## src/include/cpu_params.svh

```systemverilog
`ifndef CPU_PARAMS_SVH
`define CPU_PARAMS_SVH

// Data path and register file
`define CPU_DATA_W      10
`define CPU_REG_ADDR_W  3

// Instruction word layout
`define CPU_INSTR_W     16
`define CPU_IMM_W       6

// Data memory words addressed by the low bits of the ALU result
`define CPU_DMEM_DEPTH  64

`endif

```

## src/rtl/isa_pkg.sv

```systemverilog
`include "cpu_params.svh"

package isa_pkg;

    // Opcode takes whatever the register fields and immediate leave over
    localparam int OPCODE_W = `CPU_INSTR_W - 2 * `CPU_REG_ADDR_W - `CPU_IMM_W;

    // Codes 9 to 15 are undefined and decode as NOP
    typedef enum logic [OPCODE_W-1:0] {
        OP_NOP   = 4'd0,
        OP_ADD   = 4'd1,
        OP_SUB   = 4'd2,
        OP_AND   = 4'd3,
        OP_OR    = 4'd4,
        OP_XOR   = 4'd5,
        OP_ADDI  = 4'd6,
        OP_LOAD  = 4'd7,
        OP_STORE = 4'd8
    } opcode_e;

    // ALU function select carried into the EM stage
    typedef enum logic [2:0] {
        ALU_ADD   = 3'd0,
        ALU_SUB   = 3'd1,
        ALU_AND   = 3'd2,
        ALU_OR    = 3'd3,
        ALU_XOR   = 3'd4,
        ALU_PASSB = 3'd5
    } alu_ctrl_e;

    // ra is the first source and rb is both second source and destination
    typedef struct packed {
        opcode_e                    opcode;
        logic [`CPU_REG_ADDR_W-1:0] ra;
        logic [`CPU_REG_ADDR_W-1:0] rb;
        logic [`CPU_IMM_W-1:0]      imm;
    } instr_t;

endpackage

```

## src/rtl/pipe_pkg.sv

```systemverilog
`include "cpu_params.svh"

package pipe_pkg;

    localparam int DMEM_ADDR_W = $clog2(`CPU_DMEM_DEPTH);

    // Everything the EM stage needs from decode
    typedef struct packed {
        logic [`CPU_DATA_W-1:0]     alu_a;
        logic [`CPU_DATA_W-1:0]     alu_b;
        logic [`CPU_DATA_W-1:0]     store_data;
        isa_pkg::alu_ctrl_e         alu_ctrl;
        logic [`CPU_REG_ADDR_W-1:0] dest;
        logic                       reg_wb;
        logic                       mem_we;
        logic                       mem_re;
    } fd_em_t;

    // Register write-back in the current cycle
    typedef struct packed {
        logic                       valid;
        logic [`CPU_REG_ADDR_W-1:0] dest;
        logic [`CPU_DATA_W-1:0]     data;
    } wb_t;

    // Data memory write in the current cycle
    typedef struct packed {
        logic                   valid;
        logic [DMEM_ADDR_W-1:0] addr;
        logic [`CPU_DATA_W-1:0] data;
    } store_t;

endpackage

```

## src/rtl/gp_regfile.sv

```systemverilog
`timescale 1ns/1ps
`include "cpu_params.svh"

module gp_regfile (
    input  logic                       clk,
    input  logic                       reset,
    input  logic [`CPU_REG_ADDR_W-1:0] raddr1,
    input  logic [`CPU_REG_ADDR_W-1:0] raddr2,
    output logic [`CPU_DATA_W-1:0]     rdata1,
    output logic [`CPU_DATA_W-1:0]     rdata2,
    input  pipe_pkg::wb_t              wb
);

    localparam int NUM_REGS = 1 << `CPU_REG_ADDR_W;

    logic [`CPU_DATA_W-1:0] regs [NUM_REGS];

    always_ff @(posedge clk) begin
        if (reset) begin
            for (int i = 0; i < NUM_REGS; i++) begin
                regs[i] <= '0;
            end
        end else if (wb.valid) begin
            regs[wb.dest] <= wb.data;
        end
    end

    // Write-through so a dependent instruction right behind the writer needs no stall
    function automatic logic [`CPU_DATA_W-1:0] read_port(
        input logic [`CPU_REG_ADDR_W-1:0] addr
    );
        if (wb.valid && (wb.dest == addr)) begin
            return wb.data;
        end
        return regs[addr];
    endfunction

    always_comb begin
        rdata1 = read_port(raddr1);
        rdata2 = read_port(raddr2);
    end

endmodule

```

## src/rtl/fd_stage.sv

```systemverilog
`timescale 1ns/1ps
`include "cpu_params.svh"

module fd_stage (
    input  isa_pkg::instr_t            instr,
    output logic [`CPU_REG_ADDR_W-1:0] raddr1,
    output logic [`CPU_REG_ADDR_W-1:0] raddr2,
    input  logic [`CPU_DATA_W-1:0]     rdata1,
    input  logic [`CPU_DATA_W-1:0]     rdata2,
    output pipe_pkg::fd_em_t           fd_bundle
);

    localparam int EXT_W = `CPU_DATA_W - `CPU_IMM_W;

    logic [`CPU_DATA_W-1:0] imm_sext;
    logic                   use_imm;

    // Both operands come straight from the instruction fields
    assign raddr1 = instr.ra;
    assign raddr2 = instr.rb;

    assign imm_sext = {{EXT_W{instr.imm[`CPU_IMM_W-1]}}, instr.imm};

    always_comb begin
        use_imm               = 1'b0;
        fd_bundle.alu_ctrl    = isa_pkg::ALU_PASSB;
        fd_bundle.reg_wb      = 1'b0;
        fd_bundle.mem_we      = 1'b0;
        fd_bundle.mem_re      = 1'b0;

        case (instr.opcode)
            isa_pkg::OP_ADD: begin
                fd_bundle.alu_ctrl = isa_pkg::ALU_ADD;
                fd_bundle.reg_wb   = 1'b1;
            end
            isa_pkg::OP_SUB: begin
                fd_bundle.alu_ctrl = isa_pkg::ALU_SUB;
                fd_bundle.reg_wb   = 1'b1;
            end
            isa_pkg::OP_AND: begin
                fd_bundle.alu_ctrl = isa_pkg::ALU_AND;
                fd_bundle.reg_wb   = 1'b1;
            end
            isa_pkg::OP_OR: begin
                fd_bundle.alu_ctrl = isa_pkg::ALU_OR;
                fd_bundle.reg_wb   = 1'b1;
            end
            isa_pkg::OP_XOR: begin
                fd_bundle.alu_ctrl = isa_pkg::ALU_XOR;
                fd_bundle.reg_wb   = 1'b1;
            end
            isa_pkg::OP_ADDI: begin
                fd_bundle.alu_ctrl = isa_pkg::ALU_ADD;
                fd_bundle.reg_wb   = 1'b1;
                use_imm            = 1'b1;
            end
            // Address is ra + imm for both memory ops
            isa_pkg::OP_LOAD: begin
                fd_bundle.alu_ctrl = isa_pkg::ALU_ADD;
                fd_bundle.reg_wb   = 1'b1;
                fd_bundle.mem_re   = 1'b1;
                use_imm            = 1'b1;
            end
            isa_pkg::OP_STORE: begin
                fd_bundle.alu_ctrl = isa_pkg::ALU_ADD;
                fd_bundle.mem_we   = 1'b1;
                use_imm            = 1'b1;
            end
            // NOP and undefined codes leave every enable low
            default: begin
            end
        endcase

        fd_bundle.alu_a      = rdata1;
        fd_bundle.alu_b      = use_imm ? imm_sext : rdata2;
        fd_bundle.store_data = rdata2;
        fd_bundle.dest       = instr.rb;
    end

endmodule

```

## src/rtl/fd_em_reg.sv

```systemverilog
`timescale 1ns/1ps

module fd_em_reg (
    input  logic             clk,
    input  logic             reset,
    input  logic             instr_valid,
    input  pipe_pkg::fd_em_t fd_bundle,
    output pipe_pkg::fd_em_t em_bundle
);

    logic kill;

    // A bubble enters EM as a no-op
    assign kill = reset || !instr_valid;

    always_ff @(posedge clk) begin
        // Operands, ALU select and destination
        em_bundle.alu_a      <= fd_bundle.alu_a;
        em_bundle.alu_b      <= fd_bundle.alu_b;
        em_bundle.store_data <= fd_bundle.store_data;
        em_bundle.alu_ctrl   <= fd_bundle.alu_ctrl;
        em_bundle.dest       <= fd_bundle.dest;

        // Enables
        if (kill) begin
            em_bundle.reg_wb <= 1'b0;
            em_bundle.mem_we <= 1'b0;
            em_bundle.mem_re <= 1'b0;
        end else begin
            em_bundle.reg_wb <= fd_bundle.reg_wb;
            em_bundle.mem_we <= fd_bundle.mem_we;
            em_bundle.mem_re <= fd_bundle.mem_re;
        end
    end

endmodule

```

## src/rtl/em_stage.sv

```systemverilog
`timescale 1ns/1ps
`include "cpu_params.svh"

module em_stage (
    input  logic             clk,
    input  logic             reset,
    input  pipe_pkg::fd_em_t em_bundle,
    output pipe_pkg::wb_t    wb,
    output pipe_pkg::store_t store
);

    localparam int ADDR_W = pipe_pkg::DMEM_ADDR_W;

    logic [`CPU_DATA_W-1:0] alu_result;
    logic [`CPU_DATA_W-1:0] load_data;
    logic [ADDR_W-1:0]      mem_addr;
    logic [`CPU_DATA_W-1:0] dmem [`CPU_DMEM_DEPTH];

    // All results wrap at the data width
    always_comb begin
        case (em_bundle.alu_ctrl)
            isa_pkg::ALU_ADD: alu_result = em_bundle.alu_a + em_bundle.alu_b;
            isa_pkg::ALU_SUB: alu_result = em_bundle.alu_a - em_bundle.alu_b;
            isa_pkg::ALU_AND: alu_result = em_bundle.alu_a & em_bundle.alu_b;
            isa_pkg::ALU_OR:  alu_result = em_bundle.alu_a | em_bundle.alu_b;
            isa_pkg::ALU_XOR: alu_result = em_bundle.alu_a ^ em_bundle.alu_b;
            default:          alu_result = em_bundle.alu_b;
        endcase
    end

    // Upper result bits are dropped, so addresses wrap around the memory
    assign mem_addr  = alu_result[ADDR_W-1:0];
    assign load_data = dmem[mem_addr];

    always_ff @(posedge clk) begin
        if (reset) begin
            for (int i = 0; i < `CPU_DMEM_DEPTH; i++) begin
                dmem[i] <= '0;
            end
        end else if (em_bundle.mem_we) begin
            dmem[mem_addr] <= em_bundle.store_data;
        end
    end

    always_comb begin
        wb.valid = em_bundle.reg_wb;
        wb.dest  = em_bundle.dest;
        wb.data  = em_bundle.mem_re ? load_data : alu_result;
    end

    // Mirrors the write that lands in dmem at the end of this cycle
    always_comb begin
        store.valid = em_bundle.mem_we;
        store.addr  = mem_addr;
        store.data  = em_bundle.store_data;
    end

endmodule

```

## src/rtl/cpu_top.sv

```systemverilog
`timescale 1ns/1ps
`include "cpu_params.svh"

module cpu_top (
    input  logic             clk,
    input  logic             reset,
    input  logic             instr_valid,
    input  isa_pkg::instr_t  instr,
    output pipe_pkg::wb_t    wb,
    output pipe_pkg::store_t store
);

    logic [`CPU_REG_ADDR_W-1:0] raddr1;
    logic [`CPU_REG_ADDR_W-1:0] raddr2;
    logic [`CPU_DATA_W-1:0]     rdata1;
    logic [`CPU_DATA_W-1:0]     rdata2;
    pipe_pkg::fd_em_t           fd_bundle;
    pipe_pkg::fd_em_t           em_bundle;

    // Decode and operand read
    fd_stage u_fd (
        .instr     (instr),
        .raddr1    (raddr1),
        .raddr2    (raddr2),
        .rdata1    (rdata1),
        .rdata2    (rdata2),
        .fd_bundle (fd_bundle)
    );

    // Write port is fed back from EM
    gp_regfile u_regs (
        .clk    (clk),
        .reset  (reset),
        .raddr1 (raddr1),
        .raddr2 (raddr2),
        .rdata1 (rdata1),
        .rdata2 (rdata2),
        .wb     (wb)
    );

    fd_em_reg u_fd_em (
        .clk         (clk),
        .reset       (reset),
        .instr_valid (instr_valid),
        .fd_bundle   (fd_bundle),
        .em_bundle   (em_bundle)
    );

    // Execute, memory and write-back
    em_stage u_em (
        .clk       (clk),
        .reset     (reset),
        .em_bundle (em_bundle),
        .wb        (wb),
        .store     (store)
    );

endmodule

```

## config.mk

```make
export PLATFORM = sky130hd
export DESIGN_NAME = cpu_top
export DESIGN_NICKNAME = d
export VERILOG_FILES = /design/src/rtl/isa_pkg.sv /design/src/rtl/pipe_pkg.sv /design/src/rtl/gp_regfile.sv /design/src/rtl/fd_stage.sv /design/src/rtl/fd_em_reg.sv /design/src/rtl/em_stage.sv /design/src/rtl/cpu_top.sv
export VERILOG_INCLUDE_DIRS = /design/src /design/src/include
export SDC_FILE = /design/constraint.sdc
export NUM_CORES = 1
export LEC_CHECK = 0
export ABC_CLOCK_PERIOD_IN_PS = 7600
export BUFFER_PORTS_ARGS = -buffer_cell sky130_fd_sc_hd__clkbuf_2
export CAP_MARGIN = 40
export CORE_MARGIN = 2
export CORE_UTILIZATION = 45
export DETAILED_ROUTE_END_ITERATION = 12
export PLACE_DENSITY_LB_ADDON = 0.1
export SETUP_SLACK_MARGIN = 0.05
export SLEW_MARGIN = 20
export SYNTH_ARGS = -nofsm -noshare
export SYNTH_HDL_FRONTEND = slang
export SYNTH_SLANG_ARGS = --single-unit
```

## constraint.sdc

```tcl
create_clock -name clk -period 7.6 [get_ports clk]
set_clock_uncertainty 0.05 [all_clocks]
set_input_delay 0.38 -clock clk [delete_from_list [all_inputs] [get_ports clk]]
set_output_delay 0.38 -clock clk [all_outputs]
set_load 0.01 [all_outputs]
```

==> impl_results.html, run 1 <==
<table>
<tr><th>Metric</th><th>Value</th></tr>
<tr><th colspan="2">Floorplanning</th></tr>
<tr><td>Standard-cell row count</td><td>~110</td></tr>
<tr><td>Die outline height</td><td>292 um</td></tr>
<tr><td>Area of the placeable core</td><td>about 0.08 sq mm</td></tr>
<tr><td>Count of boundary I/O pins</td><td>50</td></tr>
<tr><td>Starting utilization of the core area</td><td>0.455</td></tr>
<tr><td>Die boundary width</td><td>around 290 um</td></tr>
<tr><td>Area enclosed by the die boundary</td><td>0.0854 sq mm</td></tr>
<tr><th colspan="2">Pwr</th></tr>
<tr><td>Leakage</td><td>roughly 16 nW</td></tr>
<tr><td>Internal portion of total power</td><td>roughly 8 mW</td></tr>
<tr><td>VDD IR max</td><td>approximately 0.19 mV</td></tr>
<tr><td>Power per cell area</td><td>289 mW/mm^2</td></tr>
<tr><td>Net Sw Frac</td><td>0.347</td></tr>
<tr><td>Portion of total power attributed to sequential cells</td><td>0.403</td></tr>
<tr><td>Part of the power in the clock network</td><td>0.329</td></tr>
<tr><td>Switching power summed over all nets</td><td>just over 4 mW</td></tr>
<tr><td>Combinational group share of total power</td><td>0.267</td></tr>
<tr><th colspan="2">Critical path</th></tr>
<tr><td>Dominant delay contributor by cell family on the critical path</td><td>compound AO/OA/AOI/OAI gates</td></tr>
<tr><td>CP required</td><td>7.17 ns</td></tr>
<tr><td>Total stage count of the critical path</td><td>19</td></tr>
<tr><td>Origin of the worst setup path</td><td>u_fd_em.em_bundle[8]</td></tr>
<tr><td>Capturing element type of the critical path</td><td>output pin</td></tr>
<tr><td>Crit path arrival time</td><td>~6.7 ns</td></tr>
<tr><td>Startpoint type of the worst setup path</td><td>flop</td></tr>
<tr><td>Register-to-register path setup slack</td><td>about 1.3 ns</td></tr>
<tr><td>Worst-path fanout max</td><td>53</td></tr>
<tr><td>Depth of the worst register-to-register path</td><td>18</td></tr>
<tr><td>R2R Path End</td><td>u_regs.regs[7][1]</td></tr>
<tr><td>CP Buf/Inv Count</td><td>6</td></tr>
<tr><td>Standard cell with the maximum stage delay on the critical path</td><td>a2111oi_0</td></tr>
<tr><td>Reg2reg start</td><td>u_fd_em.em_bundle[8]</td></tr>
<tr><td>Critical Path, Cell by Cell</td><td>nor2_1 &gt; buf_4 &gt; nand2_1 &gt; nor2_1 &gt; a21o_1 &gt; fa_1 &gt; a211oi_1 &gt; o21ai_4 &gt; inv_4 &gt; buf_4 &gt; mux2i_1 &gt; a32oi_1 &gt; and3_1 &gt; a2111oi_0 &gt; o211a_1 &gt; a32o_1 &gt; buf_4 &gt; inv_2 &gt; clkbuf_2</td></tr>
<tr><td>Maximum cell stage delay along the critical path</td><td>between 0.7 and 0.8 ns</td></tr>
<tr><td>End point of the critical path</td><td>wb[1]</td></tr>
<tr><td>Most used cell, CP</td><td>buf_4</td></tr>
<tr><td>Category of the critical setup timing path</td><td>reg2out</td></tr>
<tr><th colspan="2">Drt</th></tr>
<tr><td>DR DRC count</td><td>0</td></tr>
<tr><td>Drt first-iter violations</td><td>3029</td></tr>
<tr><td>Average detailed-routed wire length per instance</td><td>between 30 and 40 um</td></tr>
<tr><td>Post-detailed-route via-to-cell ratio</td><td>just over 6</td></tr>
<tr><td>Number of search-and-repair iterations in the first detailed-routing pass</td><td>6</td></tr>
<tr><td>Routed Antenna Nets</td><td>0</td></tr>
<tr><td>Final wirelength</td><td>between 100 and 150 mm</td></tr>
<tr><td>Vias</td><td>between 20000 and 30000</td></tr>
<tr><th colspan="2">GRT</th></tr>
<tr><td>Vias in the first global route</td><td>25500</td></tr>
<tr><td>Pin count of the biggest net entering global routing</td><td>83</td></tr>
<tr><td>Aggregate global routing overflow</td><td>0</td></tr>
<tr><td>Number of antenna violations at the first check in global routing</td><td>2</td></tr>
<tr><td>Wire length of the first global-routing pass</td><td>around 180 mm</td></tr>
<tr><td>Tot GR Track Use</td><td>0.293</td></tr>
<tr><th colspan="2">Timing</th></tr>
<tr><td>Final cycle utilization of the critical path</td><td>0.939</td></tr>
<tr><td>Max-slew headroom</td><td>0.347</td></tr>
<tr><td>Fin Hold WS</td><td>~0.023 ns</td></tr>
<tr><td>Final hold vios</td><td>0</td></tr>
<tr><td>Worst Max-Slew Pin Slew</td><td>between 0.9 and 1 ns</td></tr>
<tr><td>Highest achievable clock rate</td><td>around 0.14 GHz</td></tr>
<tr><td>Final total negative setup slack</td><td>0 ns</td></tr>
<tr><td>Finish-stage setup viols</td><td>0</td></tr>
<tr><td>Minimum clock period after layout</td><td>between 7 and 8 ns</td></tr>
<tr><td>Count of final max-slew check failures</td><td>0</td></tr>
<tr><td>Worst Slack Setup Final</td><td>0.465 ns</td></tr>
<tr><td>Setup repair after global routing missed its margin</td><td>no</td></tr>
<tr><th colspan="2">Synthesis</th></tr>
<tr><td>Synthesized net count</td><td>3184</td></tr>
<tr><td>Proportion of register bits with asynchronous set or reset after synthesis</td><td>0</td></tr>
<tr><td>Fraction of synthesized cell area taken by the top area cell type</td><td>0.578</td></tr>
<tr><td>Number of distinct library cells after synthesis</td><td>82</td></tr>
<tr><td>Number of flip-flops and latches in the synthesized netlist</td><td>roughly 760</td></tr>
<tr><td>Mean post-synth cell area</td><td>~12 sq um</td></tr>
<tr><td>Most frequently used flop master after synthesis</td><td>edfxtp_1</td></tr>
<tr><td>Synth top area cells</td><td>edfxtp_1, and2_1, and3_1</td></tr>
<tr><td>Gate count after technology mapping</td><td>~3100</td></tr>
<tr><td>Library cell occupying the most area in the post-synthesis netlist</td><td>edfxtp_1</td></tr>
<tr><td>Number of synthesized flops with an enable pin</td><td>slightly above 700</td></tr>
<tr><td>Number of warning messages in the yosys log</td><td>0</td></tr>
<tr><td>Fraction of the yosys area taken by sequential cells</td><td>0.599</td></tr>
<tr><td>Post-synth design cell area</td><td>0.0374 sq mm</td></tr>
<tr><th colspan="2">Clocking</th></tr>
<tr><td>Number of CTS-inserted buffers</td><td>85</td></tr>
<tr><td>Buffer type at the clock tree root</td><td>clkbuf_16</td></tr>
<tr><td>Clock-pin slew on the worst setup and hold paths</td><td>0.05 ns</td></tr>
<tr><td>Deepest clock path buffer count</td><td>3</td></tr>
<tr><td>Postcts setup bufs</td><td>0</td></tr>
<tr><td>Clock Latency Late Sink</td><td>0.65 ns</td></tr>
<tr><td>CTS HTree Levels</td><td>3</td></tr>
<tr><td>TritonCTS sink count</td><td>~760</td></tr>
<tr><td>Clock tree from TritonCTS</td><td>done</td></tr>
<tr><th colspan="2">Placement</th></tr>
<tr><td>RD Place Congestion</td><td>~0.90</td></tr>
<tr><td>Number of buffer cells added on primary ports</td><td>49</td></tr>
<tr><td>DP Cell Count</td><td>about 4000</td></tr>
<tr><td>Post-Place Setup Slack</td><td>0.929 ns</td></tr>
<tr><td>Half-perimeter wire length after detailed placement</td><td>approximately 79 mm</td></tr>
<tr><th colspan="2">Cells and area</th></tr>
<tr><td>Area grow syn2layout</td><td>10.6%</td></tr>
<tr><td>Final instance count without filler cells</td><td>between 4000 and 5000</td></tr>
<tr><td>Layout Utilization</td><td>0.503</td></tr>
<tr><td>Ratio of cells with drive above 1 in the final layout</td><td>0.146</td></tr>
<tr><td>Layout fillers</td><td>7108</td></tr>
<tr><td>Final #Nets</td><td>around 3100</td></tr>
<tr><th colspan="2">Run</th></tr>
<tr><td>Count of max-cap constraint violations</td><td>0</td></tr>
<tr><th colspan="2">Hold path</th></tr>
<tr><td>Hold Crit Class</td><td>in2reg</td></tr>
<tr><th colspan="2">Outcome</th></tr>
<tr><td>Status</td><td>complete, no violations</td></tr>
</table>
## per-stage QoR
step,area (sq um),power [mW]
2_1_floorplan,37400,6.59
4_1_cts,41300,11.9
3_5_place_dp,38600,8.00
6_report,41300,11.9
3_3_place_gp,38400,7.95
5_1_grt,41300,12.2
## worst min-delay path, stage by stage
cell      delay, ns
clkbuf_2       0.07
nand2_1        0.09
o221ai_1       0.11
## cell type report
class                           count  area (sq um)  share of cell area
Antenna cell                        2          5.00            0.000121
Clock buffer                      111          2280              0.0551
Clock inverter                     45           318             0.00769
Inverter                           39           154             0.00372
Multi-Input combinational cell   1998         13400               0.325
Sequential cell                   759         22400               0.542
Tap cell                         1070          1340              0.0324
Timing Repair Buffer              168          1380              0.0333
## kinds of logic after synthesis
group / after synthesis / share of synthesized area
XOR/XNOR: 20 / 0.00469
buffers and inverters: 377 / 0.0442
AND/OR/NAND/NOR: 1332 / 0.192
multiplexers: 181 / 0.0638
AO/OA/AOI/OAI: 434 / 0.0855
flip-flops: 759 / 0.599
adder cells (fa/ha/maj): 31 / 0.0106
## cells in the final DEF (no fill, tap or decap), types with 42 or more instances in the layout
cell type  count
a211oi_1      48
clkbuf_2      48
mux2i_1       91
nand2_1      301
and2_1       401
edfxtp_1     720
clkbuf_16     86
or2_2         42
and3_1       277
nor2_1       137
buf_4         94
a21oi_1       67
nand3_1       55
## cell usage after synthesis (all sizes together), types with 4 or more instances
| master | instances |
|---|---|
| a211oi | 48 |
| nor2b | 19 |
| nand3 | 55 |
| o22ai | 22 |
| o22a | 4 |
| nand2 | 302 |
| nor3b | 5 |
| xnor2 | 15 |
| mux2i | 91 |
| o21a | 9 |
| a31oi | 22 |
| dfxtp | 39 |
| clkbuf | 212 |
| and2 | 402 |
| a32oi | 33 |
| ha | 30 |
| nand2b | 19 |
| o21ai | 41 |
| a21oi | 68 |
| a21o | 30 |
| a221oi | 34 |
| mux4 | 41 |
| a22o | 9 |
| a2111oi | 8 |
| nor2 | 147 |
| a32o | 7 |
| o221ai | 14 |
| o31ai | 7 |
| edfxtp | 720 |
| mux2 | 49 |
| o211ai | 5 |
| a22oi | 26 |
| inv | 39 |
| xor2 | 5 |
| nor3 | 39 |
| and3 | 277 |
| or2 | 43 |
| a311oi | 18 |
| buf | 126 |
| nor4 | 5 |
| nand4 | 12 |
## how the worst min path moves through the flow
stage             start               endpoint  slack (ns)  cells after the start
4_1_cts        instr[0]  u_fd_em.em_bundle[19]       0.001                      3
2_1_floorplan  instr[6]   u_fd_em.em_bundle[3]        0.36                      0
6_report       instr[0]  u_fd_em.em_bundle[19]        0.02                      3
5_1_grt        instr[0]  u_fd_em.em_bundle[19]        0.04                      3
3_3_place_gp   instr[2]  u_fd_em.em_bundle[21]        0.55                      3
3_5_place_dp   instr[2]  u_fd_em.em_bundle[21]        0.55                      3
## what timing repair did
action,in CTS,in global routing
hold buffers,7,0
endpoints found under the hold margin,8,0
resized for setup,0,1
setup endpoints to repair,0,1
## power by group through the flow
| stage | sequential [mW] | combinational [mW] | clock [mW] |
|---|---|---|---|
| detailed placement | 4.89 | 3.11 | 0 |
| finish | 4.81 | 3.19 | 3.93 |
| global route | 4.82 | 3.30 | 4.11 |
| global placement | 4.90 | 3.06 | 0 |
| floorplan | 4.84 | 1.75 | 0 |
| CTS | 4.81 | 3.12 | 3.96 |
## flip-flops by register name (all words and copies together) (netlist names)
| register | cells |
|---|---|
| u_em.dmem | 640 |
| u_regs.regs | 80 |
| u_fd_em.em_bundle | 39 |
## layer usage
layer  GRT usage  up-vias  share of wire
met2       0.467     1201           0.47
met4       0.115        0          0.040
li1            -    11300              -
met5           0        -              0
met3      0.0500      263          0.080
met1       0.402    13300           0.41
(Power assumes the default switching activity.)
==> run 2, diff against run 1 <==
--- a/config.mk
+++ b/config.mk
@@ -12,7 +12,7 @@
 export CORE_MARGIN = 2
 export CORE_UTILIZATION = 45
 export DETAILED_ROUTE_END_ITERATION = 12
-export PLACE_DENSITY_LB_ADDON = 0.1
+export PLACE_DENSITY = 0.63
 export SETUP_SLACK_MARGIN = 0.05
 export SLEW_MARGIN = 20
 export SYNTH_ARGS = -nofsm -noshare
==> run 2 against run 1 <==
Against the previous run: worst hold slack improved by 0.0036 ns; final cell count shrank 0.43%; via count increased by 1.1%; critical path depth is 2 lower; non-clock buffer count decreased by 10; die area unchanged; routed wire length decreased by 5.0%.
==> impl_results.html, run 2 (synthesis results as in run 1) <==
<table>
<tr><th>Metric</th><th>Value</th></tr>
<tr><th colspan="2">Cells and area</th></tr>
<tr><td>Most frequent standard cell in the layout excluding fill and tap cells</td><td>edfxtp_1 (unchanged)</td></tr>
<tr><td>Layout fillers</td><td>7034 (was 7108)</td></tr>
<tr><td>Registers with the most flip-flops</td><td>u_em.dmem x640, u_regs.regs x80, u_fd_em.em_bundle x39 (unchanged)</td></tr>
<tr><td>Area grow syn2layout</td><td>10.0% (was 10.6%)</td></tr>
<tr><td>Ratio of cells with drive above 1 in the final layout</td><td>0.143 (was 0.146)</td></tr>
<tr><td>Final #Nets</td><td>3088 (was 3101)</td></tr>
<tr><td>Register containing the most flip-flops in the final layout</td><td>u_em.dmem (unchanged)</td></tr>
<tr><td>Max FFs per register</td><td>640 (unchanged)</td></tr>
<tr><td>Most frequent cells in the layout</td><td>edfxtp_1, and2_1, nand2_1, and3_1, nor2_1 (unchanged)</td></tr>
<tr><td>Ant. Diodes</td><td>0 (was 2)</td></tr>
<tr><td>Final instance count without filler cells</td><td>4174 (was 4192)</td></tr>
<tr><th colspan="2">Clocking</th></tr>
<tr><td>Postcts setup bufs</td><td>0 (unchanged)</td></tr>
<tr><td>TritonCTS sink count</td><td>759 (unchanged)</td></tr>
<tr><td>CTS HTree Levels</td><td>3 (unchanged)</td></tr>
<tr><td>Clock tree from TritonCTS</td><td>done (unchanged)</td></tr>
<tr><td>Clock-pin slew on the worst setup and hold paths</td><td>0.06 ns (was 0.05 ns)</td></tr>
<tr><td>Number of CTS-inserted buffers</td><td>82 (was 85)</td></tr>
<tr><td>Clock Latency Late Sink</td><td>0.66 ns (was 0.65 ns)</td></tr>
<tr><td>Deepest clock path buffer count</td><td>3 (unchanged)</td></tr>
<tr><td>Buffer type at the clock tree root</td><td>clkbuf_16 (unchanged)</td></tr>
<tr><th colspan="2">Timing</th></tr>
<tr><td>Minimum clock period after layout</td><td>6.81 ns (was 7.13 ns)</td></tr>
<tr><td>Finish-stage setup viols</td><td>0 (unchanged)</td></tr>
<tr><td>Count of final max-slew check failures</td><td>0 (unchanged)</td></tr>
<tr><td>Setup repair after global routing missed its margin</td><td>no (unchanged)</td></tr>
<tr><td>Final cycle utilization of the critical path</td><td>0.896 (was 0.939)</td></tr>
<tr><td>Final total negative setup slack</td><td>0 ns (unchanged)</td></tr>
<tr><td>Final hold vios</td><td>0 (unchanged)</td></tr>
<tr><td>Worst Max-Slew Pin Slew</td><td>0.936 ns (was 0.973 ns)</td></tr>
<tr><td>Max-slew headroom</td><td>0.376 (was 0.347)</td></tr>
<tr><td>Highest achievable clock rate</td><td>0.147 GHz (was 0.140 GHz)</td></tr>
<tr><td>Worst Slack Setup Final</td><td>0.793 ns (was 0.465 ns)</td></tr>
<tr><th colspan="2">Floorplanning</th></tr>
<tr><td>Standard-cell row count</td><td>105 (unchanged)</td></tr>
<tr><td>Die outline height</td><td>292 um (unchanged)</td></tr>
<tr><td>Area of the placeable core</td><td>0.0821 sq mm (unchanged)</td></tr>
<tr><td>Starting utilization of the core area</td><td>0.455 (unchanged)</td></tr>
<tr><td>Area enclosed by the die boundary</td><td>0.0854 sq mm (unchanged)</td></tr>
<tr><td>Die boundary width</td><td>292 um (unchanged)</td></tr>
<tr><td>Count of boundary I/O pins</td><td>50 (unchanged)</td></tr>
<tr><th colspan="2">Critical path</th></tr>
<tr><td>Maximum cell stage delay along the critical path</td><td>0.59 ns (was 0.79 ns)</td></tr>
<tr><td>Reg2reg start</td><td>u_fd_em.em_bundle[7] (was u_fd_em.em_bundle[8])</td></tr>
<tr><td>Standard cell with the maximum stage delay on the critical path</td><td>dfxtp_1 (was a2111oi_0)</td></tr>
<tr><td>Startpoint type of the worst setup path</td><td>flop (unchanged)</td></tr>
<tr><td>End point of the critical path</td><td>wb[7] (was wb[1])</td></tr>
<tr><td>Origin of the worst setup path</td><td>u_fd_em.em_bundle[7] (was u_fd_em.em_bundle[8])</td></tr>
<tr><td>Crit path arrival time</td><td>6.38 ns (was 6.70 ns)</td></tr>
<tr><td>Register-to-register path setup slack</td><td>1.50 ns (was 1.31 ns)</td></tr>
<tr><td>Category of the critical setup timing path</td><td>reg2out (unchanged)</td></tr>
<tr><td>CP required</td><td>7.17 ns (about the same)</td></tr>
<tr><td>Worst-path fanout max</td><td>71 (was 53)</td></tr>
<tr><td>Depth of the worst register-to-register path</td><td>17 (was 18)</td></tr>
<tr><td>R2R Path End</td><td>u_regs.regs[5][7] (was u_regs.regs[7][1])</td></tr>
<tr><td>Critical Path, Cell by Cell</td><td>nor2_1 &gt; buf_4 &gt; nand2_1 &gt; nor2_1 &gt; a21o_1 &gt; fa_1 &gt; nand2b_1 &gt; a21oi_1 &gt; xor2_1 &gt; a2bb2oi_2 &gt; inv_2 &gt; nor3_2 &gt; buf_4 &gt; and3_1 &gt; a2111oi_1 &gt; a41oi_2 &gt; clkbuf_2 (was nor2_1 &gt; buf_4 &gt; nand2_1 &gt; nor2_1 &gt; a21o_1 &gt; fa_1 &gt; a211oi_1 &gt; o21ai_4 &gt; inv_4 &gt; buf_4 &gt; mux2i_1 &gt; a32oi_1 &gt; and3_1 &gt; a2111oi_0 &gt; o211a_1 &gt; a32o_1 &gt; buf_4 &gt; inv_2 &gt; clkbuf_2)</td></tr>
<tr><td>Capturing element type of the critical path</td><td>output pin (unchanged)</td></tr>
<tr><th colspan="2">Pwr</th></tr>
<tr><td>Leakage</td><td>16.3 nW (was 16.4 nW)</td></tr>
<tr><td>Power per cell area</td><td>287 mW/mm^2 (was 289 mW/mm^2)</td></tr>
<tr><td>VDD IR max</td><td>0.167 mV (was 0.190 mV)</td></tr>
<tr><td>Internal portion of total power</td><td>7.77 mW (was 7.79 mW)</td></tr>
<tr><td>Net Sw Frac</td><td>0.343 (was 0.347)</td></tr>
<tr><td>Combinational group share of total power</td><td>0.259 (was 0.267)</td></tr>
<tr><td>Final total power</td><td>11.8 mW (was 11.9 mW)</td></tr>
<tr><td>Switching power summed over all nets</td><td>4.05 mW (was 4.14 mW)</td></tr>
<tr><td>Portion of total power attributed to sequential cells</td><td>0.407 (was 0.403)</td></tr>
<tr><td>Part of the power in the clock network</td><td>0.334 (was 0.329)</td></tr>
<tr><th colspan="2">Placement</th></tr>
<tr><td>Half-perimeter wire length after detailed placement</td><td>74.3 mm (was 78.5 mm)</td></tr>
<tr><td>Number of buffer cells added on primary ports</td><td>49 (unchanged)</td></tr>
<tr><td>DP Cell Count</td><td>4011 (was 4024)</td></tr>
<tr><td>RD Place Congestion</td><td>0.915 (was 0.900)</td></tr>
<tr><td>Post-Place Setup Slack</td><td>0.980 ns (was 0.929 ns)</td></tr>
<tr><th colspan="2">Drt</th></tr>
<tr><td>Vias</td><td>26300 (was 26000)</td></tr>
<tr><td>Average detailed-routed wire length per instance</td><td>28.8 um (was 30.2 um)</td></tr>
<tr><td>Drt first-iter violations</td><td>3778 (was 3029)</td></tr>
<tr><td>Routed Antenna Nets</td><td>0 (unchanged)</td></tr>
<tr><td>DR DRC count</td><td>0 (unchanged)</td></tr>
<tr><td>Final wirelength</td><td>120 mm (was 127 mm)</td></tr>
<tr><td>Post-detailed-route via-to-cell ratio</td><td>6.30 (was 6.21)</td></tr>
<tr><td>Number of search-and-repair iterations in the first detailed-routing pass</td><td>6 (unchanged)</td></tr>
<tr><th colspan="2">Hold path</th></tr>
<tr><td>Hold Crit Class</td><td>in2reg (unchanged)</td></tr>
<tr><th colspan="2">GRT</th></tr>
<tr><td>Pin count of the biggest net entering global routing</td><td>83 (unchanged)</td></tr>
<tr><td>Vias in the first global route</td><td>25900 (was 25500)</td></tr>
<tr><td>Aggregate global routing overflow</td><td>0 (unchanged)</td></tr>
<tr><td>Number of antenna violations at the first check in global routing</td><td>1 (was 2)</td></tr>
<tr><td>Wire length of the first global-routing pass</td><td>176 mm (was 182 mm)</td></tr>
<tr><td>Tot GR Track Use</td><td>0.279 (was 0.293)</td></tr>
<tr><th colspan="2">Run</th></tr>
<tr><td>Count of max-cap constraint violations</td><td>0 (unchanged)</td></tr>
<tr><th colspan="2">Outcome</th></tr>
<tr><td>Status</td><td>complete, no violations (unchanged)</td></tr>
</table>
run 2: cell count changes in the layout (fill, tap and decap cells not counted), moves of 3 or more:
cell / previous run / this run
clkbuf_8: 3 / 9
clkinv_2: 17 / 11
clkbuf_16: 86 / 82
buf_12: 11 / 2
clkbuf_1: 22 / 19
clkinv_1: 16 / 12
run 2: layer usage:
layer,track usage,part of all wire
met1,0.381,0.39
met2,0.439,0.46
met3,0.0543,0.10
met4,0.116,0.044
met5,0,0
run 2: worst min path at each step:
stage	from	to	slack, ns	depth (start not counted)
finish	instr[5]	u_fd_em.em_bundle[28]	0.03	3
global route	instr[5]	u_fd_em.em_bundle[28]	0.03	3
CTS	instr[5]	u_fd_em.em_bundle[28]	0.005	3
detailed placement	instr[3]	u_fd_em.em_bundle[22]	0.56	2
global placement	instr[3]	u_fd_em.em_bundle[22]	0.56	2
floorplan	instr[6]	u_fd_em.em_bundle[3]	0.36	0
run 2: worst max-delay path, delay by kind of cell, from the launching register on:
kind / cells / cell delay, ns
AO/OA/AOI/OAI: 5 / 1.71
XOR/XNOR: 1 / 0.15
AND/OR/NAND/NOR: 6 / 1.40
adder cells (fa/ha/maj): 1 / 0.41
buffers and inverters: 4 / 1.42
flip-flops: 1 / 0.59
run 2: power groups by stage:
stage          combinational [mW]  clock (mW)  sequential [mW]
3_5_place_dp                 2.93           0             4.89
6_report                     3.06        3.95             4.81
4_1_cts                      2.95        3.97             4.81
3_3_place_gp                 2.90           0             4.89
2_1_floorplan                1.75           0             4.84
5_1_grt                      3.14        4.13             4.82
run 2: final cells by class:
type,count,area [sq um],area share
Clock buffer,110,2250,0.0546
Clock inverter,40,387,0.00940
Inverter,39,154,0.00374
Multi-Input combinational cell,1998,13400,0.327
Sequential cell,759,22400,0.545
Tap cell,1070,1340,0.0326
Timing Repair Buffer,158,1150,0.0281
run 2: per-stage QoR:
step                      utilization  instance area, sq um  hold slack, ns
after floorplan                     -                 37400           0.358
after global placement          0.466                 38300           0.564
after detailed placement        0.467                 38400           0.563
after CTS                       0.500                 41100         0.00473
after global routing            0.501                 41100          0.0291
final                           0.501                 41100          0.0262
run 2: repair_timing:
item	4_1_cts	5_1_grt
hold endpoints to repair	10	0
gates resized for setup	0	0
hold buffers	9	0
